==> src/cam_pkg.sv <==
package cam_pkg;

    ////////////////////////////////////////////////////////////
    // Frame geometry
    ////////////////////////////////////////////////////////////

    // Active window delivered by the sensor
    localparam int FRAME_W = 64;
    localparam int FRAME_H = 48;

    // Counters keep one extra code to saturate just past the window
    localparam int COL_W = $clog2(FRAME_W + 1);
    localparam int ROW_W = $clog2(FRAME_H + 1);

    // Frame buffer word address
    localparam int ADDR_W = 12;

    // Flops per sensor input before edge detection
    localparam int SYNC_STAGES = 2;

    ////////////////////////////////////////////////////////////
    // Pixel FIFO and memory writer
    ////////////////////////////////////////////////////////////

    // Must stay a power of two so the pointers wrap on their own
    localparam int FIFO_DEPTH = 8;
    localparam int PTR_W      = $clog2(FIFO_DEPTH);
    localparam int CNT_W      = PTR_W + 1;

    // Writer FSM encoding
    localparam int                    WR_STATE_W = 2;
    localparam logic [WR_STATE_W-1:0] WR_IDLE    = 2'd0;
    localparam logic [WR_STATE_W-1:0] WR_REQ     = 2'd1;
    localparam logic [WR_STATE_W-1:0] WR_REL     = 2'd2;

    // RGB565 field layout, red in the top bits
    typedef struct packed {
        logic [4:0] red;
        logic [5:0] green;
        logic [4:0] blue;
    } rgb565_t;

    // Same 16 bits seen as the byte pair or as colour fields
    typedef union packed {
        logic [15:0] raw;
        rgb565_t     rgb;
    } pixel_word_t;

endpackage
==> src/cam_pixel_if.sv <==
`timescale 1ns/1ps

interface cam_pixel_if
    import cam_pkg::*;
();

    // One-cycle strobe per assembled pixel
    logic              valid;
    // Pixel word, valid alongside the strobe
    pixel_word_t       pixel;
    // Frame buffer address of that pixel
    logic [ADDR_W-1:0] addr;
    // One-cycle pulse at each new frame
    logic              frame_start;

    // Assembler side
    modport producer (
        output valid,
        output pixel,
        output addr,
        output frame_start
    );

    // FIFO and streaming outputs
    // No back-pressure path exists
    modport consumer (
        input valid,
        input pixel,
        input addr,
        input frame_start
    );

endinterface

==> src/cam_capture_top.sv <==
`timescale 1ns/1ps

module cam_capture_top
    import cam_pkg::*;
(
    input  logic              CLK,
    input  logic              arst_n,
    input  logic              capture_en,
    input  logic              cam_vsync,
    input  logic              cam_href,
    input  logic              cam_pclk,
    input  logic [7:0]        cam_data,
    input  logic              wr_ack,
    output logic              pixel_valid,
    output logic [4:0]        red,
    output logic [5:0]        green,
    output logic [4:0]        blue,
    output logic              wr_req,
    output logic [ADDR_W-1:0] wr_addr,
    output logic [15:0]       wr_data,
    output logic              overflow
);

    // Sensor events in the CLK domain
    logic              byte_stb;
    logic [7:0]        byte_data;
    logic              href_s;
    logic              line_end;
    logic              frame_start;

    // FIFO head towards the writer
    logic              fifo_pop;
    logic              fifo_empty;
    pixel_word_t       head_data;
    logic [ADDR_W-1:0] head_addr;

    cam_pixel_if pix_bus ();

    ////////////////////////////////////////////////////////////
    // Capture chain
    ////////////////////////////////////////////////////////////
    cam_sensor_sync i_cam_sensor_sync (
        .CLK         (CLK),
        .arst_n      (arst_n),
        .vsync       (cam_vsync),
        .href        (cam_href),
        .pclk        (cam_pclk),
        .data        (cam_data),
        .byte_stb    (byte_stb),
        .byte_data   (byte_data),
        .href_s      (href_s),
        .line_end    (line_end),
        .frame_start (frame_start)
    );

    cam_pixel_assembler i_cam_pixel_assembler (
        .CLK         (CLK),
        .arst_n      (arst_n),
        .capture_en  (capture_en),
        .byte_stb    (byte_stb),
        .byte_data   (byte_data),
        .href_s      (href_s),
        .line_end    (line_end),
        .frame_start (frame_start),
        .pix         (pix_bus.producer)
    );

    // Memory path
    cam_pixel_fifo i_cam_pixel_fifo (
        .CLK       (CLK),
        .arst_n    (arst_n),
        .pix       (pix_bus.consumer),
        .pop       (fifo_pop),
        .empty     (fifo_empty),
        .head_data (head_data),
        .head_addr (head_addr),
        .overflow  (overflow)
    );

    cam_mem_writer i_cam_mem_writer (
        .CLK       (CLK),
        .arst_n    (arst_n),
        .empty     (fifo_empty),
        .head_data (head_data),
        .head_addr (head_addr),
        .wr_ack    (wr_ack),
        .pop       (fifo_pop),
        .wr_req    (wr_req),
        .wr_addr   (wr_addr),
        .wr_data   (wr_data)
    );

    // Streaming outputs decode the colour fields, never stalled
    assign pixel_valid = pix_bus.valid;
    assign red         = pix_bus.pixel.rgb.red;
    assign green       = pix_bus.pixel.rgb.green;
    assign blue        = pix_bus.pixel.rgb.blue;

endmodule

==> src/cam_mem_writer.sv <==
`timescale 1ns/1ps

module cam_mem_writer
    import cam_pkg::*;
(
    input  logic              CLK,
    input  logic              arst_n,
    input  logic              empty,
    input  pixel_word_t       head_data,
    input  logic [ADDR_W-1:0] head_addr,
    input  logic              wr_ack,
    output logic              pop,
    output logic              wr_req,
    output logic [ADDR_W-1:0] wr_addr,
    output logic [15:0]       wr_data
);

    logic [WR_STATE_W-1:0] state_q;

    // Take the head only when idle
    // A release phase always sits between two requests
    assign pop = (state_q == WR_IDLE) && !empty;

    ////////////////////////////////////////////////////////////
    // Four-phase handshake FSM
    ////////////////////////////////////////////////////////////
    always_ff @(posedge CLK or negedge arst_n)
    begin
        if (!arst_n)
        begin
            state_q <= WR_IDLE;
            wr_req  <= 1'b0;
        end
        else
        begin
            case (state_q)
                WR_IDLE:
                begin
                    if (pop)
                    begin
                        wr_req  <= 1'b1;
                        state_q <= WR_REQ;
                    end
                end
                WR_REQ:
                begin
                    // Memory took the word
                    if (wr_ack)
                    begin
                        wr_req  <= 1'b0;
                        state_q <= WR_REL;
                    end
                end
                WR_REL:
                begin
                    // Wait for ack to drop before the next word
                    if (!wr_ack)
                        state_q <= WR_IDLE;
                end
                default:
                begin
                    wr_req  <= 1'b0;
                    state_q <= WR_IDLE;
                end
            endcase
        end
    end

    // Latched word stays put until the handshake completes
    always_ff @(posedge CLK)
    begin
        if (pop)
        begin
            wr_addr <= head_addr;
            wr_data <= head_data.raw;
        end
    end

endmodule

==> src/cam_pixel_fifo.sv <==
`timescale 1ns/1ps

module cam_pixel_fifo
    import cam_pkg::*;
(
    input  logic              CLK,
    input  logic              arst_n,
    cam_pixel_if.consumer     pix,
    input  logic              pop,
    output logic              empty,
    output pixel_word_t       head_data,
    output logic [ADDR_W-1:0] head_addr,
    output logic              overflow
);

    // Storage
    pixel_word_t       data_mem [FIFO_DEPTH];
    logic [ADDR_W-1:0] addr_mem [FIFO_DEPTH];

    logic [PTR_W-1:0]  wr_ptr_q;
    logic [PTR_W-1:0]  rd_ptr_q;
    logic [CNT_W-1:0]  count_q;
    logic              full;
    logic              pop_ok;
    logic              push_ok;

    assign empty   = (count_q == '0);
    assign full    = (count_q == CNT_W'(FIFO_DEPTH));
    assign pop_ok  = pop && !empty;
    // A full FIFO still takes a pixel when the head leaves the same cycle
    assign push_ok = pix.valid && (!full || pop_ok);

    // Head entry read straight from the array
    assign head_data = data_mem[rd_ptr_q];
    assign head_addr = addr_mem[rd_ptr_q];

    ////////////////////////////////////////////////////////////
    // Pointers, count and overflow
    ////////////////////////////////////////////////////////////
    always_ff @(posedge CLK or negedge arst_n)
    begin
        if (!arst_n)
        begin
            wr_ptr_q <= '0;
            rd_ptr_q <= '0;
            count_q  <= '0;
            overflow <= 1'b0;
        end
        else
        begin
            // Pointers wrap naturally
            if (push_ok)
                wr_ptr_q <= wr_ptr_q + 1'b1;
            if (pop_ok)
                rd_ptr_q <= rd_ptr_q + 1'b1;
            case ({push_ok, pop_ok})
                2'b10:   count_q <= count_q + 1'b1;
                2'b01:   count_q <= count_q - 1'b1;
                default: count_q <= count_q;
            endcase
            // Sticky until the next frame
            if (pix.frame_start)
                overflow <= 1'b0;
            else if (pix.valid && !push_ok)
                overflow <= 1'b1;
        end
    end

    always_ff @(posedge CLK)
    begin
        if (push_ok)
        begin
            data_mem[wr_ptr_q] <= pix.pixel;
            addr_mem[wr_ptr_q] <= pix.addr;
        end
    end

endmodule

==> src/cam_pixel_assembler.sv <==
`timescale 1ns/1ps

module cam_pixel_assembler
    import cam_pkg::*;
(
    input  logic                 CLK,
    input  logic                 arst_n,
    input  logic                 capture_en,
    input  logic                 byte_stb,
    input  logic [7:0]           byte_data,
    input  logic                 href_s,
    input  logic                 line_end,
    input  logic                 frame_start,
    cam_pixel_if.producer        pix
);

    // Byte phase, low while waiting for the first byte
    logic             phase_q;
    // Held first byte (red and upper green)
    logic [7:0]       first_q;
    logic [COL_W-1:0] col_q;
    logic [ROW_W-1:0] row_q;
    // Set once the current line has produced a pixel
    logic             line_pix_q;
    logic             take_byte;
    logic             in_frame;

    assign take_byte = byte_stb && href_s && capture_en;
    assign in_frame  = (col_q < COL_W'(FRAME_W)) && (row_q < ROW_W'(FRAME_H));

    ////////////////////////////////////////////////////////////
    // Phase FSM and position counters
    ////////////////////////////////////////////////////////////
    always_ff @(posedge CLK or negedge arst_n)
    begin
        if (!arst_n)
        begin
            phase_q    <= 1'b0;
            col_q      <= '0;
            row_q      <= '0;
            line_pix_q <= 1'b0;
        end
        else if (frame_start)
        begin
            phase_q    <= 1'b0;
            col_q      <= '0;
            row_q      <= '0;
            line_pix_q <= 1'b0;
        end
        else if (line_end)
        begin
            // Leftover odd byte is dropped here
            phase_q    <= 1'b0;
            col_q      <= '0;
            line_pix_q <= 1'b0;
            // Empty lines do not count as rows
            if (line_pix_q && (row_q != ROW_W'(FRAME_H)))
            begin
                row_q <= row_q + 1'b1;
            end
        end
        else if (!href_s || !capture_en)
        begin
            phase_q <= 1'b0;
        end
        else if (byte_stb)
        begin
            phase_q <= ~phase_q;
            if (phase_q)
            begin
                line_pix_q <= 1'b1;
                // Saturate just past the last column
                if (col_q != COL_W'(FRAME_W))
                begin
                    col_q <= col_q + 1'b1;
                end
            end
        end
    end

    // Output strobes
    always_ff @(posedge CLK or negedge arst_n)
    begin
        if (!arst_n)
        begin
            pix.valid       <= 1'b0;
            pix.frame_start <= 1'b0;
        end
        else
        begin
            pix.valid       <= take_byte && phase_q && in_frame && !frame_start;
            pix.frame_start <= frame_start;
        end
    end

    // Payload
    always_ff @(posedge CLK)
    begin
        if (take_byte && !phase_q)
        begin
            first_q <= byte_data;
        end
        if (take_byte && phase_q)
        begin
            pix.pixel.raw <= {first_q, byte_data};
            pix.addr      <= ADDR_W'(row_q) * ADDR_W'(FRAME_W) + ADDR_W'(col_q);
        end
    end

endmodule

==> src/cam_sensor_sync.sv <==
`timescale 1ns/1ps

module cam_sensor_sync
    import cam_pkg::*;
(
    input  logic       CLK,
    input  logic       arst_n,
    input  logic       vsync,
    input  logic       href,
    input  logic       pclk,
    input  logic [7:0] data,
    output logic       byte_stb,
    output logic [7:0] byte_data,
    output logic       href_s,
    output logic       line_end,
    output logic       frame_start
);

    // Synchroniser chains, bit 0 nearest the pins
    logic [SYNC_STAGES-1:0] vsync_q;
    logic [SYNC_STAGES-1:0] href_q;
    logic [SYNC_STAGES-1:0] pclk_q;
    // Data follows the same depth to stay aligned with pclk
    logic [7:0]             data_q [SYNC_STAGES];

    // History flops for edge detection
    logic vsync_h;
    logic href_h;
    logic pclk_h;

    ////////////////////////////////////////////////////////////
    // Resync and edge detection
    ////////////////////////////////////////////////////////////
    always_ff @(posedge CLK or negedge arst_n)
    begin
        if (!arst_n)
        begin
            vsync_q     <= '0;
            href_q      <= '0;
            pclk_q      <= '0;
            vsync_h     <= 1'b0;
            href_h      <= 1'b0;
            pclk_h      <= 1'b0;
            byte_stb    <= 1'b0;
            href_s      <= 1'b0;
            line_end    <= 1'b0;
            frame_start <= 1'b0;
        end
        else
        begin
            vsync_q     <= {vsync_q[SYNC_STAGES-2:0], vsync};
            href_q      <= {href_q[SYNC_STAGES-2:0], href};
            pclk_q      <= {pclk_q[SYNC_STAGES-2:0], pclk};
            vsync_h     <= vsync_q[SYNC_STAGES-1];
            href_h      <= href_q[SYNC_STAGES-1];
            pclk_h      <= pclk_q[SYNC_STAGES-1];
            // Registered pulses, one per detected edge
            byte_stb    <= pclk_q[SYNC_STAGES-1] && !pclk_h;
            line_end    <= !href_q[SYNC_STAGES-1] && href_h;
            frame_start <= vsync_q[SYNC_STAGES-1] && !vsync_h;
            href_s      <= href_q[SYNC_STAGES-1];
        end
    end

    // Data path, sampled with the strobe
    always_ff @(posedge CLK)
    begin
        data_q[0] <= data;
        for (int i = 1; i < SYNC_STAGES; i++)
        begin
            data_q[i] <= data_q[i-1];
        end
        byte_data <= data_q[SYNC_STAGES-1];
    end

endmodule

==> config.mk <==
export PLATFORM = sky130hd
export DESIGN_NAME = cam_capture_top
export DESIGN_NICKNAME = d
export VERILOG_FILES = /design/src/cam_pkg.sv /design/src/cam_pixel_if.sv /design/src/cam_capture_top.sv /design/src/cam_mem_writer.sv /design/src/cam_pixel_fifo.sv /design/src/cam_pixel_assembler.sv /design/src/cam_sensor_sync.sv
export SDC_FILE = /design/constraint.sdc
export NUM_CORES = 1
export LEC_CHECK = 0
export BUFFER_PORTS_ARGS = -buffer_cell sky130_fd_sc_hd__buf_2
export CAP_MARGIN = 0
export CORE_UTILIZATION = 35
export CTS_CLUSTER_SIZE = 12
export DETAILED_ROUTE_END_ITERATION = 16
export PLACE_DENSITY = 0.53
export SLEW_MARGIN = 20
export SYNTH_ARGS = -nofsm -noshare
export SYNTH_HDL_FRONTEND = slang
export SYNTH_SLANG_ARGS = --single-unit
==> constraint.sdc <==
create_clock -name CLK -period 4.79 [get_ports CLK]
set_input_delay 0.958 -clock CLK [delete_from_list [all_inputs] [get_ports CLK]]
set_output_delay 0.958 -clock CLK [all_outputs]
set_load 0.005 [all_outputs]
# Yosys cells after proc, flatten, opt, wreduce, memory -nomap -nowiden
# Memories as Yosys holds them, arrays and structs flattened. A register that Yosys moved wholly into a read port is not among the register bits.
# Index checks and enable logic that the tools add are counted.
[totals] ff_bits=79 ramBits=240 in_bits=15 output_inout_bits=47 wordCells=121 mem_count=3
[mem_list] memory="i_cam_pixel_fifo.data_mem" depth=8 word_bits=16 read_ports=1 rd_clocked_by_memory_dff=1 write_ports=1 line_no="cam_pixel_fifo.sv:17" source="pixel_word_t data_mem [FIFO_DEPTH];"
[mem_list] memory="i_cam_pixel_fifo.addr_mem" depth=8 word_bits=12 read_ports=1 rd_clocked_by_memory_dff=1 write_ports=1 line_no="cam_pixel_fifo.sv:18" source="logic [ADDR_W-1:0] addr_mem [FIFO_DEPTH];"
[mem_list] memory="i_cam_sensor_sync.data_q" depth=2 word_bits=8 read_ports=2 rd_clocked_by_memory_dff=1 write_ports=2 line_no="cam_sensor_sync.sv:24" source="logic [7:0] data_q [SYNC_STAGES];"
[op_classes] n_addsub=7 order_cmp=2 eq_ne=11 muxes=30 n_bitwise=2 n_reduce_logical=42
[ops] operator="$mux 7" n=6
[ops] operator="$mux 6" n=3
[ops] operator="$logic_and 1x1->1" n=15
[ops] operator="$mux 1" n=15
[ops] operator="$add 12x7->12" n=1
[ops] operator="$logic_not 1->1" n=10
[ops] operator="$reduce_and 3->1" n=3
[ops] operator="$reduce_bool 3->1" n=3
[ops] operator="$pmux 4 s2" n=1
[ops] operator="$reduce_bool 2->1" n=4
[ops] operator="$add 7x1->7 const B" n=1
[ops] operator="$lt 7x7->1 const B" n=1
[ops] operator="$ne 7x7->1 const B" n=1
[ops] operator="$add 3x1->3 const B" n=2
[ops] operator="$add 6x1->6 const B" n=1
[ops] operator="$lt 6x6->1 const B" n=1
[ops] operator="$mux 2" n=3
[ops] operator="$ne 2x2->1 const B" n=3
[ops] operator="$ne 6x6->1 const B" n=1
[ops] operator="$pmux 2 s3" n=1
[ops] operator="$add 4x1->4 const B" n=1
[ops] operator="$eq 2x1->1 const B" n=2
[ops] operator="$eq 2x2->1 const B" n=2
[ops] operator="$eq 4x4->1 const B" n=1
[ops] operator="10 further kinds" n=12

# Depth between registers and ports, before layout
[logic_depth] ltp_word=10 ltp_mapped=10 mapped_depth_nobuf=10

# Hierarchy
# Synthesis repeated with hierarchy kept, for this count alone.
[unflattened] cells_unflattened=612 area_unflattened_um2=12918.6
[by_module_without_submodules] module="cam_pixel_fifo" instances=1 cells_each=394 area_per_inst_um2=9086.2 seq_area_each_um2=7001.7
[by_module_without_submodules] module="cam_pixel_assembler" instances=1 cells_each=140 area_per_inst_um2=2038.2 seq_area_each_um2=1506.4
[by_module_without_submodules] module="cam_mem_writer" instances=1 cells_each=39 area_per_inst_um2=972.2 seq_area_each_um2=915.9
[by_module_without_submodules] module="cam_sensor_sync" instances=1 cells_each=39 area_per_inst_um2=822.0 seq_area_each_um2=780.7

# Least setup slack after synthesis
# OpenSTA, ideal clock, no wires.
[synth_timing] path_kind="flip-flop to flip-flop" start="register i_cam_mem_writer.state_q[1]" end="memory i_cam_pixel_fifo.addr_mem[5][0] (enable)" setup_time_ns=0.448 t_arrival_ns=2.882 t_required_ns=4.342 setup_slack_ns=1.460 path_stages_with_launch=4 n_path_buf=0 period_less_slack_ns=3.330 path_cell_list="dfrtp_1 o211ai_1 nand2_1 nor3_1"
[synth_via] elab_chain_cells=7
[synth_rtl] element="start, declared" line_no="cam_mem_writer.sv:18" source="logic [WR_STATE_W-1:0] state_q;"
[synth_rtl] element="start signal, assigned" line_no="cam_mem_writer.sv:31" source="state_q <= WR_IDLE;"
[synth_rtl] element="start signal, assigned" line_no="cam_mem_writer.sv:42" source="state_q <= WR_REQ;"
[synth_rtl] element="start signal, assigned" line_no="cam_mem_writer.sv:51" source="state_q <= WR_REL;"
[synth_rtl] element="$logic_not 2->1" line_no="cam_mem_writer.sv:22" source="assign pop = (state_q == WR_IDLE) && !empty;"
[synth_rtl] element="$logic_and 1x1->1" line_no="cam_mem_writer.sv:22"
[synth_rtl] element="$logic_and 1x1->1" line_no="cam_pixel_fifo.sv:29" source="assign pop_ok = pop && !empty;"
[synth_rtl] element="$logic_or 1x1->1" line_no="cam_pixel_fifo.sv:31" source="assign push_ok = pix.valid && (!full || pop_ok);"
[synth_rtl] element="$logic_and 1x1->1" line_no="cam_pixel_fifo.sv:31"
[synth_rtl] element="$mux 1" line_no="cam_pixel_fifo.sv:71" source="if (push_ok)"
[synth_rtl] element="$mux 1 (not written as such)" line_no="cam_pixel_fifo.sv:74" source="addr_mem[wr_ptr_q] <= pix.addr;"
[synth_rtl] element="end, declared" line_no="cam_pixel_fifo.sv:18"
# Every way passes these cells.

# Final worst setup path
[layout_timing] start="register i_cam_pixel_fifo.count_q[1]" end="register i_cam_pixel_fifo.count_q[2]"
[layout_via] elab_chain_cells=8 elab_cells_between_ends=14 classes_between="add/sub: 2; eq/ne: 3; mux: 1; reduce/logical: 8"
[layout_rtl] element="start, declared" line_no="cam_pixel_fifo.sv:22" source="logic [CNT_W-1:0] count_q;"
[layout_rtl] element="start signal, assigned" line_no="cam_pixel_fifo.sv:57" source="2'b10: count_q <= count_q + 1'b1;"
[layout_rtl] element="start signal, assigned" line_no="cam_pixel_fifo.sv:58" source="2'b01: count_q <= count_q - 1'b1;"
[layout_rtl] element="start signal, assigned" line_no="cam_pixel_fifo.sv:59" source="default: count_q <= count_q;"
[layout_rtl] element="$logic_not 4->1 *" line_no="cam_pixel_fifo.sv:27" source="assign empty = (count_q == '0);"
[layout_rtl] element="$logic_not 1->1 *" line_no="cam_mem_writer.sv:22"
[layout_rtl] element="$logic_and 1x1->1 *" line_no="cam_mem_writer.sv:22"
[layout_rtl] element="named net fifo_pop" line_no="cam_capture_top.sv:32" source="logic fifo_pop;"
[layout_rtl] element="$logic_and 1x1->1 *" line_no="cam_pixel_fifo.sv:29"
[layout_rtl] element="$logic_or 1x1->1" line_no="cam_pixel_fifo.sv:31"
[layout_rtl] element="$logic_and 1x1->1" line_no="cam_pixel_fifo.sv:31"
[layout_rtl] element="$eq 2x1->1 / $eq 2x2->1 (equally long branches)" line_no="cam_pixel_fifo.sv:56" source="case ({push_ok, pop_ok})"
[layout_rtl] element="$pmux 4 s2 / $reduce_bool 2->1 (equally long branches)"
# The timed path passes the listed nets; every way through them passes the cells marked *.
# A chain may end at the register's enable or synchronous reset.

==> key figures <==
Outcome
  – Status: finished with violations
  – Failing checks: design-rule violations

Global routing
  – Initial antenna violation count: 0
  – Vias in the first global route: 6213
  – First-pass GRT wire length: 37.2 mm
  – GRT Total Usage: 0.138
  – Largest net degree at the start of global routing: 48
  – Overflow after GRT: 0

Finish
  – Area Overhead vs Synth: 16.4%
  – Final layout net count: 715
  – Ant diodes: 0
  – # fillers: 3146
  – Most frequent cells in the layout: edfxtp_1 (288), buf_2 (60), mux4_2 (56), clkbuf_16 (40), dfrtp_1 (40)
  – Most common cell after layout, fill and taps aside: edfxtp_1
  – Layout cells sized above 1: 0.313

STA
  – Final setup viols: 0
  – Clock Skew: 0.0194 ns
  – Final Max Tran Viols: 0
  – Fmax: 0.358 GHz
  – Worst Tran Pin Value: 1.01 ns
  – Fin crit share: 0.584
  – Worst slew margin: 0.329
  – RSZ-0062 raised after global routing: no
  – Final hold violation count: 0
  – Setup TNS: 0 ns
  – Fin crit period: 2.80 ns

Pwr
  – Power Density: 532 nW/um^2
  – Pwr Total: 0.00792 W
  – Lkg Pwr: 5.12 nW
  – Worst vdd ir: 0.227 mV

Clocking
  – Clk_lat worst skew: 0.53 ns
  – Hold buffers post-CTS: 0
  – Total CTS buffers: 38
  – Reg clk slew, reported paths: 0.05 ns
  – Post-cts sizing count: 0
  – Setup bufs post-CTS: 0
  – Maximum root-to-sink buffer count: 3
  – Root buffer cell: clkbuf_16
  – H-tree depth: 2
  – CTS tree: yes
  – Sink Count: 355

Critical path
  – Most common cell on crit path: xor2_1
  – CP max FO: 35
  – Critical Path Source Type: flip-flop
  – R2R Path Start: i_cam_pixel_fifo.count_q[1]
  – Slowest stage delay, CP: 0.51 ns
  – Critical path, cell by cell: nor4_1, nor3_4, buf_4, ha_1, xor2_1, ha_1, a21oi_1, xor2_1, nor2_1, xor2_1
  – Crit end category: flip-flop
  – Worst setup path class: reg2reg
  – CP arrival: 3.19 ns
  – Reg2Reg Depth: 10
  – Slowest stage cell, crit path: nor4_1
  – Reg-to-Reg End: i_cam_pixel_fifo.count_q[2]
  – CP Data Required Time: 5.18 ns
  – R2R Setup Slk: 1.99 ns

Yosys
  – Seq/Total Area, Yosys: 0.798
  – #FFs+latches synth: 355
  – Yosys warns: 0
  – Yosys top cell area share: 0.677
  – Top FF cell, synth: edfxtp_1
  – Area contributors post-synth: edfxtp_1 (68%), mux4_2 (9.9%), dfrtp_1 (8.4%)
  – Fraction of registers with async set/reset: 0.121
  – Post-Syn Area per Cell: 21.6 um^2
  – Mapped Nets: 619
  – Mapped Cells: 593
  – Synth unique cells: 39
  – EDFF count, synth: 288
  – Post-Syn Area: 12800 um^2
  – Synth area leader: edfxtp_1

Placed design
  – DP HPWL: 13.3 mm
  – Routability Congestion: 0.713
  – IO buf count: 61

Detailed routing
  – Drt pass-1 iters: 12
  – Initial DRC count: 340
  – Drt wl/cell: 20.8 um
  – Detailed Route WL: 24.5 mm
  – Post-DRT Antenna Nets: 0
  – Residual DRC: 3
  – Routed via count: 5725
  – Via density: 4.86

Min path
  – Min-Delay Startpoint: i_cam_sensor_sync.data_q[1][7]
  – Hold Crit Depth: 0
  – Worst Hold End: i_cam_sensor_sync.byte_data[7]
  – Hold Path Class: reg2reg

Floorplanning
  – # rows: 69
  – Core box area: 35700 um^2
  – Initial core utilization: 0.358
  – IO Pins: 62
  – Die height: 193 um
  – Die Area: 37300 um^2
  – Die Wd: 193 um

Job
  – Max Cap Viol: 0
-- critical path: cells and delay by family, from the launching register on --
family	cells	cell delay, ns
buffers and inverters	1	0.32
and+or+nand+nor	3	0.63
xor gates and xnor gates	3	0.53
AOI/OAI and AO/OA	1	0.16
DFF	1	0.45
adders and majority gates	2	0.56
-- routing by layer --
layer,vias up,share of wire,global-route usage
li1,2565,-,-
met1,3011,0.43,0.176
met2,107,0.50,0.231
met3,42,0.040,0.0277
met4,0,0.025,0.0517
met5,-,0,0
-- cell type report --
class                      count  area, um^2  area share
inverter                       8        30.0     0.00202
sequential                   355       10200       0.686
tap                          461         577      0.0388
timing repair buffer          74         405      0.0272
clock buffer                  66        1170      0.0785
clock inverter                 3        18.8     0.00126
multi-input combinational    212        2470       0.166
-- per-stage QoR --
step	worst slack, ns	std cells	hold WS [ns]	utilization	cell area (um^2)
floorplan	1.46	593	0.310	-	12800
global placement	2.17	1110	0.315	0.383	13700
detailed placement	2.01	1110	0.314	0.383	13700
CTS	1.98	1179	0.327	0.416	14900
global route	1.78	1179	0.339	0.416	14900
finish	1.99	1179	0.326	0.416	14900
-- report_power, final --
part	leakage [nW]	switching, W	total (W)	internal [W]
sequential	3.42	0.000315	0.00390	0.00359
combinational	1.12	0.000511	0.00126	0.000749
clock	0.578	0.00111	0.00276	0.00165
-- kinds of logic (layout without fill, tap and decap cells) --
logic type | Yosys count | count (layout) | share of synthesized area
AND/OR/NAND/NOR | 73 | 73 | 0.0285
buffers and inverters | 26 | 151 | 0.0106
AO/OA/AOI/OAI | 17 | 17 | 0.00920
flip-flops | 355 | 355 | 0.798
multiplexers | 89 | 89 | 0.128
adder cells (fa/ha/maj) | 11 | 11 | 0.0108
XOR/XNOR | 22 | 22 | 0.0151
-- synthesized netlist by cell type (2+ instances only) --
master	count
nor2b_1	4
dfrtp_1	43
ha_1	11
a21oi_1	4
nand3b_1	2
a2111oi_0	2
nor4_1	3
mux4_2	56
nand4_1	4
nand2b_1	2
xnor2_1	12
a21o_1	2
edfxtp_1	288
o21ai_0	3
nor3_1	7
xor2_1	10
dfxtp_1	24
mux2_2	31
or3_1	3
inv_1	8
buf_6	4
buf_2	6
nand3_1	9
nand2_1	10
mux2i_1	2
nor2_1	23
clkbuf_1	8
-- registers in the layout, indices dropped and copies added, names as in the netlist, 2 cells and up --
| register | flops |
|---|---|
| i_cam_pixel_fifo.count_q | 4 |
| i_cam_pixel_assembler.pix.pixel | 16 |
| i_cam_pixel_assembler.first_q | 8 |
| i_cam_sensor_sync.pclk_q | 2 |
| i_cam_pixel_assembler.row_q | 6 |
| i_cam_sensor_sync.vsync_q | 2 |
| i_cam_sensor_sync.data_q | 16 |
| i_cam_pixel_assembler.pix.addr | 12 |
| i_cam_pixel_fifo.rd_ptr_q | 3 |
| i_cam_pixel_fifo.data_mem | 128 |
| i_cam_mem_writer.wr_data | 16 |
| i_cam_sensor_sync.href_q | 2 |
| i_cam_pixel_assembler.col_q | 7 |
| i_cam_pixel_fifo.wr_ptr_q | 3 |
| i_cam_mem_writer.wr_addr | 12 |
| i_cam_pixel_fifo.addr_mem | 96 |
| i_cam_sensor_sync.byte_data | 8 |
| i_cam_mem_writer.state_q | 2 |
-- worst max path at each step --
stage,slack [ns],cells after the start,startpoint,to
after global routing,1.78,10,i_cam_pixel_fifo.count_q[1],i_cam_pixel_fifo.count_q[2]
after global placement,2.17,10,i_cam_pixel_fifo.count_q[1],i_cam_pixel_fifo.count_q[2]
final,1.99,10,i_cam_pixel_fifo.count_q[1],i_cam_pixel_fifo.count_q[2]
after floorplan,1.46,3,i_cam_mem_writer.state_q[1],i_cam_pixel_fifo.addr_mem[5][0]
after CTS,1.98,10,i_cam_pixel_fifo.count_q[1],i_cam_pixel_fifo.count_q[2]
after detailed placement,2.01,10,i_cam_pixel_fifo.count_q[1],i_cam_pixel_fifo.count_q[2]
Note: power is estimated with default switching activity, not from simulation.
